<file path="src/cpuIsaPkg.sv">
`default_nettype none

package cpuIsaPkg;

	localparam int DataWidth = 8;
	localparam int AddrWidth = 16;

	typedef logic [DataWidth-1:0] byteT;
	typedef logic [AddrWidth-1:0] wordT;

	////////////////////
	// Opcodes of the kept subset
	////////////////////
	localparam byteT OpNop    = 8'h00;
	localparam byteT OpLdBn   = 8'h06;
	localparam byteT OpLdCn   = 8'h0E;
	localparam byteT OpLdAn   = 8'h3E;
	localparam byteT OpLdHlnn = 8'h21;
	localparam byteT OpLdHlmA = 8'h77;
	localparam byteT OpLdHlmC = 8'h71;
	localparam byteT OpAddB   = 8'h80;
	localparam byteT OpSubB   = 8'h90;
	localparam byteT OpIncC   = 8'h0C;
	localparam byteT OpDecA   = 8'h3D;
	localparam byteT OpJr     = 8'h18;
	localparam byteT OpJrNz   = 8'h20;

	// Operand field of a micro-op
	typedef enum logic [3:0]
	{
		RegA, RegB, RegC, RegH, RegL,
		RegX8, RegX16, RegHl, RegPc, RegNull
	} regSelT;

endpackage

`default_nettype wire

</file>
<file path="src/ucodePkg.sv">
`default_nettype none

package ucodePkg;

	import cpuIsaPkg::*;

	// What the sequencer does after the micro-op
	typedef enum logic [2:0]
	{
		ActOp,
		ActInc,
		ActEof,
		ActIncEof,
		ActIncEofZ,
		ActOpFlags
	} seqActT;

	typedef enum logic [3:0]
	{
		UopNop, UopSma, UopSmw, UopSrm,
		UopSx16r, UopSrx16, UopAddx16, UopSubx16,
		UopInc16, UopDec16, UopSpc
	} uopOpT;

	// Laid out as {action, operation, operand}
	typedef logic [10:0] uopWordT;
	typedef logic [5:0] flowIdxT;

	typedef enum logic [1:0] {FetchAddr, FetchWait, Decode, Execute} seqStateT;

	function automatic seqActT uopAct(uopWordT uop);
		return seqActT'(uop[10:8]);
	endfunction

	function automatic uopOpT uopOp(uopWordT uop);
		return uopOpT'(uop[7:4]);
	endfunction

	function automatic regSelT uopSel(uopWordT uop);
		return regSelT'(uop[3:0]);
	endfunction

endpackage

`default_nettype wire

</file>
<file path="src/uopBus.sv">
`timescale 1ns/1ps
`default_nettype none

interface uopBus
	import cpuIsaPkg::*, ucodePkg::*;
();

	uopOpT op;
	regSelT operand;
	// Single-cycle strobes
	logic pcInc;
	logic flagWrite;
	logic zero;

	modport ctrl (output op, operand, pcInc, flagWrite, input zero);
	modport regs (input op, operand, pcInc);
	modport alu (input op, operand, flagWrite, output zero);

endinterface

`default_nettype wire

</file>
<file path="src/ucodeRom.sv">
`timescale 1ns/1ps
`default_nettype none

module ucodeRom
	import cpuIsaPkg::*, ucodePkg::*;
(
	input wire byteT opcode,
	input wire flowIdxT uPc,
	output flowIdxT flowStart,
	output uopWordT uop
);

	////////////////////
	// Opcode lookup
	////////////////////
	always_comb
	begin
		case (opcode)
			OpNop:    flowStart = 6'd0;
			OpLdBn:   flowStart = 6'd1;
			OpLdCn:   flowStart = 6'd4;
			OpLdAn:   flowStart = 6'd7;
			OpLdHlnn: flowStart = 6'd10;
			OpLdHlmA: flowStart = 6'd14;
			OpLdHlmC: flowStart = 6'd17;
			OpAddB:   flowStart = 6'd20;
			OpSubB:   flowStart = 6'd23;
			OpIncC:   flowStart = 6'd26;
			OpDecA:   flowStart = 6'd29;
			OpJr:     flowStart = 6'd32;
			OpJrNz:   flowStart = 6'd38;
			// Unknown opcodes run as NOP
			default:  flowStart = 6'd0;
		endcase
	end

	////////////////////
	// Flows
	////////////////////
	always_comb
	begin
		case (uPc)
			6'd0:  uop = {ActIncEof, UopNop, RegNull};
			// LD r,n
			6'd1:  uop = {ActInc, UopSma, RegPc};
			6'd2:  uop = {ActInc, UopNop, RegNull};
			6'd3:  uop = {ActEof, UopSrm, RegB};
			6'd4:  uop = {ActInc, UopSma, RegPc};
			6'd5:  uop = {ActInc, UopNop, RegNull};
			6'd6:  uop = {ActEof, UopSrm, RegC};
			6'd7:  uop = {ActInc, UopSma, RegPc};
			6'd8:  uop = {ActInc, UopNop, RegNull};
			6'd9:  uop = {ActEof, UopSrm, RegA};
			// LD HL,nn, second Sma doubles as the wait for the first read
			6'd10: uop = {ActInc, UopSma, RegPc};
			6'd11: uop = {ActInc, UopSma, RegPc};
			6'd12: uop = {ActOp, UopSrm, RegL};
			6'd13: uop = {ActIncEof, UopSrm, RegH};
			// LD (HL),r
			6'd14: uop = {ActInc, UopSma, RegHl};
			6'd15: uop = {ActOp, UopSmw, RegA};
			6'd16: uop = {ActEof, UopSma, RegPc};
			6'd17: uop = {ActInc, UopSma, RegHl};
			6'd18: uop = {ActOp, UopSmw, RegC};
			6'd19: uop = {ActEof, UopSma, RegPc};
			// ADD A,B and SUB B through x16
			6'd20: uop = {ActOp, UopSx16r, RegA};
			6'd21: uop = {ActOpFlags, UopAddx16, RegB};
			6'd22: uop = {ActIncEof, UopSrx16, RegA};
			6'd23: uop = {ActOp, UopSx16r, RegA};
			6'd24: uop = {ActOpFlags, UopSubx16, RegB};
			6'd25: uop = {ActIncEof, UopSrx16, RegA};
			// INC C, DEC A
			6'd26: uop = {ActOp, UopSx16r, RegC};
			6'd27: uop = {ActOpFlags, UopInc16, RegX16};
			6'd28: uop = {ActIncEof, UopSrx16, RegC};
			6'd29: uop = {ActOp, UopSx16r, RegA};
			6'd30: uop = {ActOpFlags, UopDec16, RegX16};
			6'd31: uop = {ActIncEof, UopSrx16, RegA};
			// JR n, target is PC of next instruction plus signed x8
			6'd32: uop = {ActInc, UopSma, RegPc};
			6'd33: uop = {ActOp, UopNop, RegNull};
			6'd34: uop = {ActInc, UopSrm, RegX8};
			6'd35: uop = {ActOp, UopSx16r, RegPc};
			6'd36: uop = {ActOp, UopAddx16, RegX8};
			6'd37: uop = {ActEof, UopSpc, RegX16};
			// JR NZ,n leaves at 40 when Z is set
			6'd38: uop = {ActInc, UopSma, RegPc};
			6'd39: uop = {ActOp, UopNop, RegNull};
			6'd40: uop = {ActIncEofZ, UopSrm, RegX8};
			6'd41: uop = {ActOp, UopSx16r, RegPc};
			6'd42: uop = {ActOp, UopAddx16, RegX8};
			6'd43: uop = {ActEof, UopSpc, RegX16};
			default: uop = {ActEof, UopNop, RegNull};
		endcase
	end

endmodule

`default_nettype wire

</file>
<file path="src/ucodeSequencer.sv">
`timescale 1ns/1ps
`default_nettype none

module ucodeSequencer
	import cpuIsaPkg::*, ucodePkg::*;
(
	input wire clk,
	input wire reset,
	input wire byteT memRdData,
	uopBus.ctrl bus
);

	seqStateT state;
	flowIdxT uPc;
	flowIdxT flowStart;
	uopWordT uop;
	seqActT act;
	logic endOfFlow;

	// Opcode byte is on the read port during Decode
	ucodeRom rom
	(
		.opcode(memRdData),
		.uPc(uPc),
		.flowStart(flowStart),
		.uop(uop)
	);

	assign act = uopAct(uop);

	always_comb
	begin
		case (act)
			ActEof, ActIncEof: endOfFlow = 1'b1;
			ActIncEofZ:        endOfFlow = bus.zero;
			default:           endOfFlow = 1'b0;
		endcase
	end

	////////////////////
	// Micro-op issue
	////////////////////
	always_comb
	begin
		bus.op = UopNop;
		bus.operand = RegNull;
		bus.pcInc = 1'b0;
		bus.flagWrite = 1'b0;
		case (state)
			FetchAddr:
			begin
				bus.op = UopSma;
				bus.operand = RegPc;
			end
			Execute:
			begin
				bus.op = uopOp(uop);
				bus.operand = uopSel(uop);
				bus.pcInc = act inside {ActInc, ActIncEof, ActIncEofZ};
				bus.flagWrite = (act == ActOpFlags);
			end
			default:
			begin
			end
		endcase
	end

	always_ff @(posedge clk)
	begin
		if (reset)
		begin
			state <= FetchAddr;
			uPc <= '0;
		end
		else
		begin
			case (state)
				FetchAddr: state <= FetchWait;
				FetchWait: state <= Decode;
				Decode:
				begin
					uPc <= flowStart;
					state <= Execute;
				end
				default:
				begin
					if (endOfFlow)
						state <= FetchAddr;
					else
						uPc <= uPc + 6'd1;
				end
			endcase
		end
	end

endmodule

`default_nettype wire

</file>
<file path="src/regFile.sv">
`timescale 1ns/1ps
`default_nettype none

module regFile
	import cpuIsaPkg::*, ucodePkg::*;
#(
	parameter wordT ResetPc = '0
)
(
	input wire clk,
	input wire reset,
	uopBus.regs bus,
	input wire wordT x16,
	output wordT operandValue,
	input wire byteT memRdData,
	output wordT memAddr,
	output byteT memWrData,
	output logic memWrite
);

	byteT regA, regB, regC, regH, regL, regX8;
	wordT pc;
	wordT pcNext;
	byteT loadValue;

	assign pcNext = pc + wordT'(bus.pcInc);
	// Srm takes the read byte, Srx16 the low byte of x16
	assign loadValue = (bus.op == UopSrm) ? memRdData : x16[7:0];

	////////////////////
	// Operand select
	////////////////////
	always_comb
	begin
		case (bus.operand)
			RegA:    operandValue = {8'h00, regA};
			RegB:    operandValue = {8'h00, regB};
			RegC:    operandValue = {8'h00, regC};
			RegH:    operandValue = {8'h00, regH};
			RegL:    operandValue = {8'h00, regL};
			RegX8:   operandValue = {{8{regX8[7]}}, regX8};
			RegX16:  operandValue = x16;
			RegHl:   operandValue = {regH, regL};
			// Sma on PC with an Inc action addresses the next byte
			RegPc:   operandValue = pcNext;
			default: operandValue = '0;
		endcase
	end

	always_ff @(posedge clk)
	begin
		if (reset)
		begin
			pc <= ResetPc;
			memAddr <= ResetPc;
			memWrite <= 1'b0;
		end
		else
		begin
			pc <= (bus.op == UopSpc) ? operandValue : pcNext;
			if (bus.op == UopSma)
				memAddr <= operandValue;
			memWrite <= (bus.op == UopSmw);
		end
	end

	always_ff @(posedge clk)
	begin
		if (bus.op == UopSrm || bus.op == UopSrx16)
		begin
			case (bus.operand)
				RegA:  regA <= loadValue;
				RegB:  regB <= loadValue;
				RegC:  regC <= loadValue;
				RegH:  regH <= loadValue;
				RegL:  regL <= loadValue;
				RegX8: regX8 <= loadValue;
				RegHl:
				begin
					if (bus.op == UopSrx16)
						{regH, regL} <= x16;
				end
				default:
				begin
				end
			endcase
		end
		else if (bus.op == UopInc16 && bus.operand == RegHl)
			{regH, regL} <= {regH, regL} + 16'd1;
		else if (bus.op == UopDec16 && bus.operand == RegHl)
			{regH, regL} <= {regH, regL} - 16'd1;

		if (bus.op == UopSmw)
			memWrData <= operandValue[7:0];
	end

endmodule

`default_nettype wire

</file>
<file path="src/aluUnit.sv">
`timescale 1ns/1ps
`default_nettype none

module aluUnit
	import cpuIsaPkg::*, ucodePkg::*;
(
	input wire clk,
	input wire reset,
	uopBus.alu bus,
	input wire wordT operandValue,
	output wordT x16
);

	localparam int ZeroBit = 1;
	localparam int CarryBit = 0;

	wordT result;
	logic resultWrite;
	logic [1:0] flags;

	always_comb
	begin
		result = x16;
		resultWrite = 1'b1;
		case (bus.op)
			UopAddx16: result = x16 + operandValue;
			UopSubx16: result = x16 - operandValue;
			// Inc16 and Dec16 on HL happen in the register file
			UopInc16:
			begin
				result = x16 + 16'd1;
				resultWrite = (bus.operand == RegX16);
			end
			UopDec16:
			begin
				result = x16 - 16'd1;
				resultWrite = (bus.operand == RegX16);
			end
			default: resultWrite = 1'b0;
		endcase
	end

	always_ff @(posedge clk)
	begin
		if (bus.op == UopSx16r)
			x16 <= operandValue;
		else if (resultWrite)
			x16 <= result;
	end

	always_ff @(posedge clk)
	begin
		if (reset)
			flags <= '0;
		else if (bus.flagWrite)
		begin
			flags[ZeroBit] <= (result[7:0] == 8'h00);
			// Byte operands sit zero-extended, so bit 8 is the carry or borrow
			flags[CarryBit] <= result[8];
		end
	end

	assign bus.zero = flags[ZeroBit];

endmodule

`default_nettype wire

</file>
<file path="src/dzCore.sv">
`timescale 1ns/1ps
`default_nettype none

module dzCore
	import cpuIsaPkg::*;
#(
	parameter wordT ResetPc = 16'h0000
)
(
	input wire clk,
	input wire reset,
	output wordT memAddr,
	output byteT memWrData,
	output logic memWrite,
	input wire byteT memRdData
);

	// Micro-op path, one per clock
	uopBus bus ();

	wordT operandValue;
	wordT x16;

	ucodeSequencer sequencer
	(
		.clk(clk),
		.reset(reset),
		.memRdData(memRdData),
		.bus(bus.ctrl)
	);

	regFile #(.ResetPc(ResetPc)) registers
	(
		.clk(clk),
		.reset(reset),
		.bus(bus.regs),
		.x16(x16),
		.operandValue(operandValue),
		.memRdData(memRdData),
		.memAddr(memAddr),
		.memWrData(memWrData),
		.memWrite(memWrite)
	);

	aluUnit alu
	(
		.clk(clk),
		.reset(reset),
		.bus(bus.alu),
		.operandValue(operandValue),
		.x16(x16)
	);

endmodule

`default_nettype wire

</file>
<file path="config.mk">
export PLATFORM = sky130hd
export DESIGN_NAME = dzCore
export DESIGN_NICKNAME = d
export VERILOG_FILES = /design/src/cpuIsaPkg.sv /design/src/ucodePkg.sv /design/src/uopBus.sv /design/src/ucodeRom.sv /design/src/ucodeSequencer.sv /design/src/regFile.sv /design/src/aluUnit.sv /design/src/dzCore.sv
export SDC_FILE = /design/constraint.sdc
export NUM_CORES = 1
export LEC_CHECK = 0
export ABC_AREA = 1
export ABC_CLOCK_PERIOD_IN_PS = 4500
export BUFFER_PORTS_ARGS = -buffer_cell sky130_fd_sc_hd__buf_2
export CAP_MARGIN = 10
export CORE_MARGIN = 2
export CORE_UTILIZATION = 30
export DETAILED_ROUTE_END_ITERATION = 8
export PLACE_DENSITY = 0.51
export SYNTH_ARGS = -nofsm -noshare
export SYNTH_HDL_FRONTEND = slang
export SYNTH_SLANG_ARGS = --single-unit
export TNS_END_PERCENT = 30
</file>
<file path="constraint.sdc">
create_clock -name clk -period 4.5 [get_ports clk]
set_input_delay 0.9 -clock clk [delete_from_list [all_inputs] [get_ports clk]]
set_output_delay 0.9 -clock clk [all_outputs]
set_load 0.02 [all_outputs]
</file>
* Word level (Yosys, flattened, before mapping) *
Memories as Yosys holds them, arrays and structs flattened. A register that Yosys moved wholly into a read port is not among the register bits.
Index checks and enable logic that the tools add are counted.

operators by class
  reductions and logical operators = 23
  $lt $le $gt $ge = 0
  add/sub/neg operators = 8
  divide/modulo/power cells = 0
  bitwise logic cells = 1
  mux-type cells = 29
  $mul = 0
  equality and inequality tests = 42
  shifts and indexed selects = 0

operators with widths
  kind                                                                   count
  16-bit case mux with 9 select lines                                    1
  8-bit two-way mux                                                      9
  6-bit case mux with 12 select lines                                    1
  16-bit case mux with 4 select lines                                    1
  16-bit two-way mux                                                     3
  16-bit by 1-bit adder with 16-bit output (second input constant)       2
  4-bit by 3-bit == test with 1-bit output (second input constant)       8
  8-bit by 6-bit == test with 1-bit output (second input constant)       4
  8-bit case mux with 2 select lines                                     2
  16-bit by 1-bit subtractor with 16-bit output (second input constant)  2
  6-bit two-way mux                                                      3
  16-bit by 1-bit adder with 16-bit output                               1
  16-bit adder                                                           1
  4-bit by 2-bit == test with 1-bit output (second input constant)       4
  4-bit == test (second input constant)                                  4
  8-bit by 4-bit == test with 1-bit output (second input constant)       2
  8-bit by 7-bit == test with 1-bit output (second input constant)       2
  8-bit == test (second input constant)                                  2
  4-bit case mux with 2 select lines                                     2
  16-bit subtractor                                                      1
  6-bit case mux with 2 select lines                                     1
  2-bit AND reduction                                                    6
  4-bit by 1-bit == test with 1-bit output (second input constant)       2
  8-bit by 3-bit == test with 1-bit output (second input constant)       1
  other kinds (26)                                                       38

word-level totals
  register bits after elaboration = 115
  input bits = 10
  memory bits (writable) = 0
  bits in latches = 0
  memories = 1
  ROM bits = 704

memory list
  memory            words  bits a word  rd ports  clocked after memory_dff  wr ports  RTL line        source
  (name not given)  64     11           1         1                         0         ucodeRom.sv:42  case (uPc)

* Longest topological paths before layout *
  word-level depth = 9
  mapped depth = 34
  depth with buffers taken out = 33

* Cells and area by module *
From an unflattened synthesis, not the netlist that was laid out.

second synthesis, totals
  cells, all modules = 1538
  area total of the unflattened synthesis = 9685.5 sq um

by module, submodules not included
  module          cells each  area an instance (sq um)  times used
  regFile         845         5647.9                    1
  aluUnit         360         2260.9                    1
  ucodeRom        220         1069.8                    1
  ucodeSequencer  113         706.9                     1

* Worst setup path before layout *
Ideal clock, no wire load.

  path type = reg-to-reg
  start point = reg sequencer.state[0]
  end point = reg alu.x16[12], data pin
  cell stages (with the launch flop) = 27
  clock period less this slack = 4344 ps
  slack = 156 ps
  setup time = 266 ps
  arrival time = 4078 ps
  data required time = 4234 ps
  buffers on the path = 1
  cells stage by stage = dfxtp_1 ha_1 buf_6 inv_4 a21oi_1 ha_1 ha_1 nand2_1 nand4_1 nor2_4 ha_1 o22ai_1 inv_1 fa_1 inv_1 nand2_1 nand2_1 a21oi_1 o21ai_0 a31oi_1 o21ai_0 nand2_1 nand2_1 a21oi_1 or2_2 nand3_1 o21ai_0

on the way
  longest elaborated chain between the ends = 8
  elaborated cells on any way between the ends = 26

RTL lines
  item                                                                     RTL line                      source
  from (decl)                                                              ucodeSequencer.sv:13          seqStateT state;
  from (signal assigned)                                                   ucodeSequencer.sv:72          state <= FetchAddr;
  from (signal assigned)                                                   ucodeSequencer.sv:78          FetchAddr: state <= FetchWait;
  from (signal assigned)                                                   ucodeSequencer.sv:79          FetchWait: state <= Decode;
  2-bit == test or 2-bit logical NOT (tied branches)                       ucodeSequencer.sv:49          case (state)
  1-bit two-way mux or 4-bit case mux with 2 select lines (tied branches)  ucodeSequencer.sv:49
  16-bit by 1-bit adder with 16-bit output, or another cell as far along   regFile.sv:26                 assign pcNext = pc + wordT'(bus.pcInc);
  16-bit case mux with 9 select lines                                      regFile.sv:35                 case (bus.operand)
  16-bit subtractor or 16-bit adder (tied branches)                        aluUnit.sv:27, aluUnit.sv:26
  16-bit case mux with 4 select lines                                      aluUnit.sv:25                 case (bus.op)
  16-bit two-way mux                                                       aluUnit.sv:47                 else if (resultWrite)
  16-bit two-way mux (*)                                                   aluUnit.sv:45                 if (bus.op == UopSx16r)
  to (signal assigned)                                                     aluUnit.sv:46                 x16 <= operandValue;
  to (signal assigned)                                                     aluUnit.sv:48                 x16 <= result;
  to (decl)                                                                aluUnit.sv:11                 output wordT x16

Mark *: on every way between the ends. The rest lies on a longest branch, timed or not. The select of a mux whose other input is x is not followed.
A chain may end at the register's enable or synchronous reset.

* Worst setup path after layout *
  start point = reg sequencer.rom.uop[8] (netlist name)
  end point = reg alu.x16[13], data pin

on the way
  longest elaborated chain between the ends = 9
  elaborated cells on any way between the ends = 12

RTL lines
  item                                                                    RTL line                      source
  3-bit by 1-bit == test with 1-bit output, or another cell as far along  ucodeSequencer.sv:59          bus.pcInc = act inside {ActInc, ActIncEof, ActIncEofZ};
  3-bit nonzero test (*)                                                  ucodeSequencer.sv:59
  1-bit two-way mux (*)                                                   ucodeSequencer.sv:49
  16-bit by 1-bit adder with 16-bit output (*)                            regFile.sv:26
  16-bit case mux with 9 select lines (*)                                 regFile.sv:35
  named net alu.operandValue[3]                                           aluUnit.sv:10                 input wire wordT operandValue,
  16-bit subtractor or 16-bit adder (tied branches)                       aluUnit.sv:27, aluUnit.sv:26
  16-bit case mux with 4 select lines (*)                                 aluUnit.sv:25
  16-bit two-way mux (*)                                                  aluUnit.sv:47
  16-bit two-way mux (*)                                                  aluUnit.sv:45

The timed path passes the listed nets; every way through them passes the cells marked *. The select of a mux whose other input is x is not followed.

==> out/qor.csv <==
metric,value,unit
Top delay family on crit path,simple AND/OR/NAND/NOR gates,
register area share after synthesis,35.44,%
crit path kind,flip-flop to flip-flop,
hold path start,registers.memAddr[13]$_SDFFE_PP0N_,
Post-synth EDFFs,72,
status,completed,
maximum VDD drop,0.4648,mV
Root Driver,clkbuf_16,
CP bufs+invs,1,
CP max-delay cell,dfxtp_1,
Final Util,36.92,%
clock transition at the registers of the reported paths,0.07,ns
routed wire length,29.48,mm
Die Width,178.1,um
Synth top area share,23.78,%
"commonest cells after routing, fill and taps aside","365 x nand2_1, 169 x inv_1, 108 x nor2_1",
Ys Warns,0,
vias post-DR,8776,
Setup Viol. Count Final,0,
CTS tree,yes,
data required time at the worst endpoint,4.67,ns
Period minus WS final,4.194,ns
TritonRoute pass-1 iters,7,
Clock Skew,0.02105,ns
Synth Cell Area,9094,um2
Final Hold Fails,0,
total track usage,19.32,%
DRT iter0 DRCs,573,
reg2reg setup slack,0.31,ns
grt ovf,0,
CP arrival,4.37,ns
Netlist cell types,49,
Core Footprint,29720,um2
Max clock buf depth,2,
Worst Hold End,registers.memAddr[13]$_SDFFE_PP0N_,
cts hold-fix bufs,0,
pwr/cell area,717.2,nW/um2
"commonest non-fill, non-tap cell in the layout",nand2_1,
critical path endpoint category,flip-flop,
"Power, Total",7.869,mW
Leak,5.215,nW
"Largest stage delay, worst path",0.31,ns
Sink Count,125,
dpl hpwl,22.91,mm
starting density of the core,30.60,%
"most used cell, CP",nand2_1,
I/O pin cnt,35,
Antenna Diode Count,0,
Via density,4.903,
CP max FO,6,
cell taking the most area after synthesis,edfxtp_1,
register bit total from synthesis,125,
Post-route DRC,0,
initial antenna violation count,0,
Worst setup SP type,flip-flop,
WL per Instance,16.47,um
Antenna Nets Post-Route,0,
async set-reset flop share out of synthesis,0,%
"Net count, final",1431,
fin crit share,93.20,%
syn_area_per_cell,7.017,um2
die height,178.1,um
max-slew violations,0,
vias in the first global route,8595,
cell count after synthesis,1296,
Rows,63,
die area,31720,um2
first-pass GRT wire length,47.07,mm
worst hold stages,2,
HP Class,flip-flop to flip-flop,
FF-to-FF End,alu.x16[13]$_DFFE_PP_,
share of cells above drive strength 1,17.21,%
MaxCap Viol Count,0,
largest net degree at the start of global routing,32,
fmax,238.4,MHz
Port Buf Inserts,34,
Worst Max-Slew Pin Slew,1.054,ns
TritonCTS buffer count,17,
H-tree levels,4,
Reg2Reg Depth,25,
Final Wtd Congestion,0.9066,
synth top area cells,"edfxtp_1 24%, nand2_1 15%, dfxtp_1 12%",
fill count,3205,
Post-Syn Nets,1340,
Non-Filler Instances,1790,
placed insts,1756,
synthesis-to-layout area growth,20.65,%
ys flop type,edfxtp_1,
RR Startpoint,sequencer.rom.uop[8]$_DFF_P_,
clk_lat worst skew,0.44,ns
Rel. slew slack,29.44,%
==> cell usage after synthesis (all sizes together) (6+ instances only) <==
library cell	count
o21ai	116
ha	33
nor2	135
xor2	24
xnor2	6
edfxtp	72
nor3	29
nand4	18
a21oi	43
o22ai	6
inv	178
a31oi	9
buf	12
clkbuf	19
dfxtp	53
nor4	6
nand3	99
nand2	381
o211ai	28
==> repair_timing <==
item                       in CTS  in global routing
setup endpoints to repair       1                  8
gates resized for setup         2                 49
pin swaps                       0                 12
setup buffers                   0                  2
hold endpoints to repair        0                  0
==> power by group <==
| part | internal, mW | switching (mW) |
|---|---|---|
| Combinational | 2.10 | 2.96 |
| Sequential | 1.31 | 0.0605 |
| Clock | 0.885 | 0.548 |
==> state kept, by name (all words and copies together), names as in the netlist, 11 cells and up, named ones only <==
signal             cells
alu.x16               15
sequencer.rom.uop     11
registers.pc          16
registers.memAddr     16
==> metrics by stage <==
step	setup WS, ns	setup TNS, ns	cell area, um2	hold WS [ns]
2_1_floorplan	0.1559	0	9094	0.4873
3_3_place_gp	0.1011	0	10100	0.4792
3_5_place_dp	-0.05875	-0.05875	10100	0.4803
4_1_cts	0.002711	0	10730	0.5011
5_1_grt	-0.02102	-0.05976	10970	0.5301
6_report	0.3059	0	10970	0.4988
==> worst min-delay path: stages, from the launching register on <==
cell and delay, ns:
dfxtp_1 0.32, o211ai_1 0.10, inv_1 0.05
==> logic make-up after synthesis <==
kind of cell | Yosys count | share of synthesized area (%)
flip-flops | 125 | 35.44
buffers and inverters | 211 | 9.136
multiplexers | 2 | 0.2202
adder cells (fa/ha/maj) | 34 | 4.761
XOR/XNOR | 30 | 2.889
AND/OR/NAND/NOR | 672 | 33.60
AO/OA/AOI/OAI | 222 | 13.95
==> how the worst max path moves through the flow <==
| stage | start | endpoint | slack, ns | cells past startpoint |
|---|---|---|---|---|
| after floorplan | sequencer.state[0]$_SDFFE_PP0P_ | alu.x16[12]$_DFFE_PP_ | 0.16 | 26 |
| after global placement | sequencer.state[0]$_SDFFE_PP0P_ | alu.x16[12]$_DFFE_PP_ | 0.10 | 25 |
| after detailed placement | sequencer.state[0]$_SDFFE_PP0P_ | alu.x16[15]$_DFFE_PP_ | -0.06 | 31 |
| after CTS | sequencer.state[0]$_SDFFE_PP0P_ | alu.x16[12]$_DFFE_PP_ | 0.003 | 25 |
| after global routing | sequencer.rom.uop[9]$_DFF_P_ | alu.x16[12]$_DFFE_PP_ | -0.02 | 27 |
| final | sequencer.rom.uop[8]$_DFF_P_ | alu.x16[13]$_DFFE_PP_ | 0.31 | 25 |
==> final cells by class <==
cell class | instances | area [um2] | area share (%)
clock inverter | 6 | 36.28 | 0.3307
sequential | 125 | 3226 | 29.40
multi-input combinational | 960 | 5276 | 48.09
tap | 390 | 488.0 | 4.447
clock buffer | 26 | 576.8 | 5.257
timing repair buffer | 103 | 688.2 | 6.272
inverter | 180 | 680.7 | 6.204
==> per-layer routing <==
metal | track usage [%] | wire [um] | vias up
met5 | 0 | 0 | -
met3 | 2.195 | 1288 | 36
met2 | 31.82 | 13610 | 223
li1 | - | - | 4474
met4 | 6.455 | 638 | 0
met1 | 26.29 | 13940 | 4043
No activity file was read; power rests on OpenSTA's default activity.
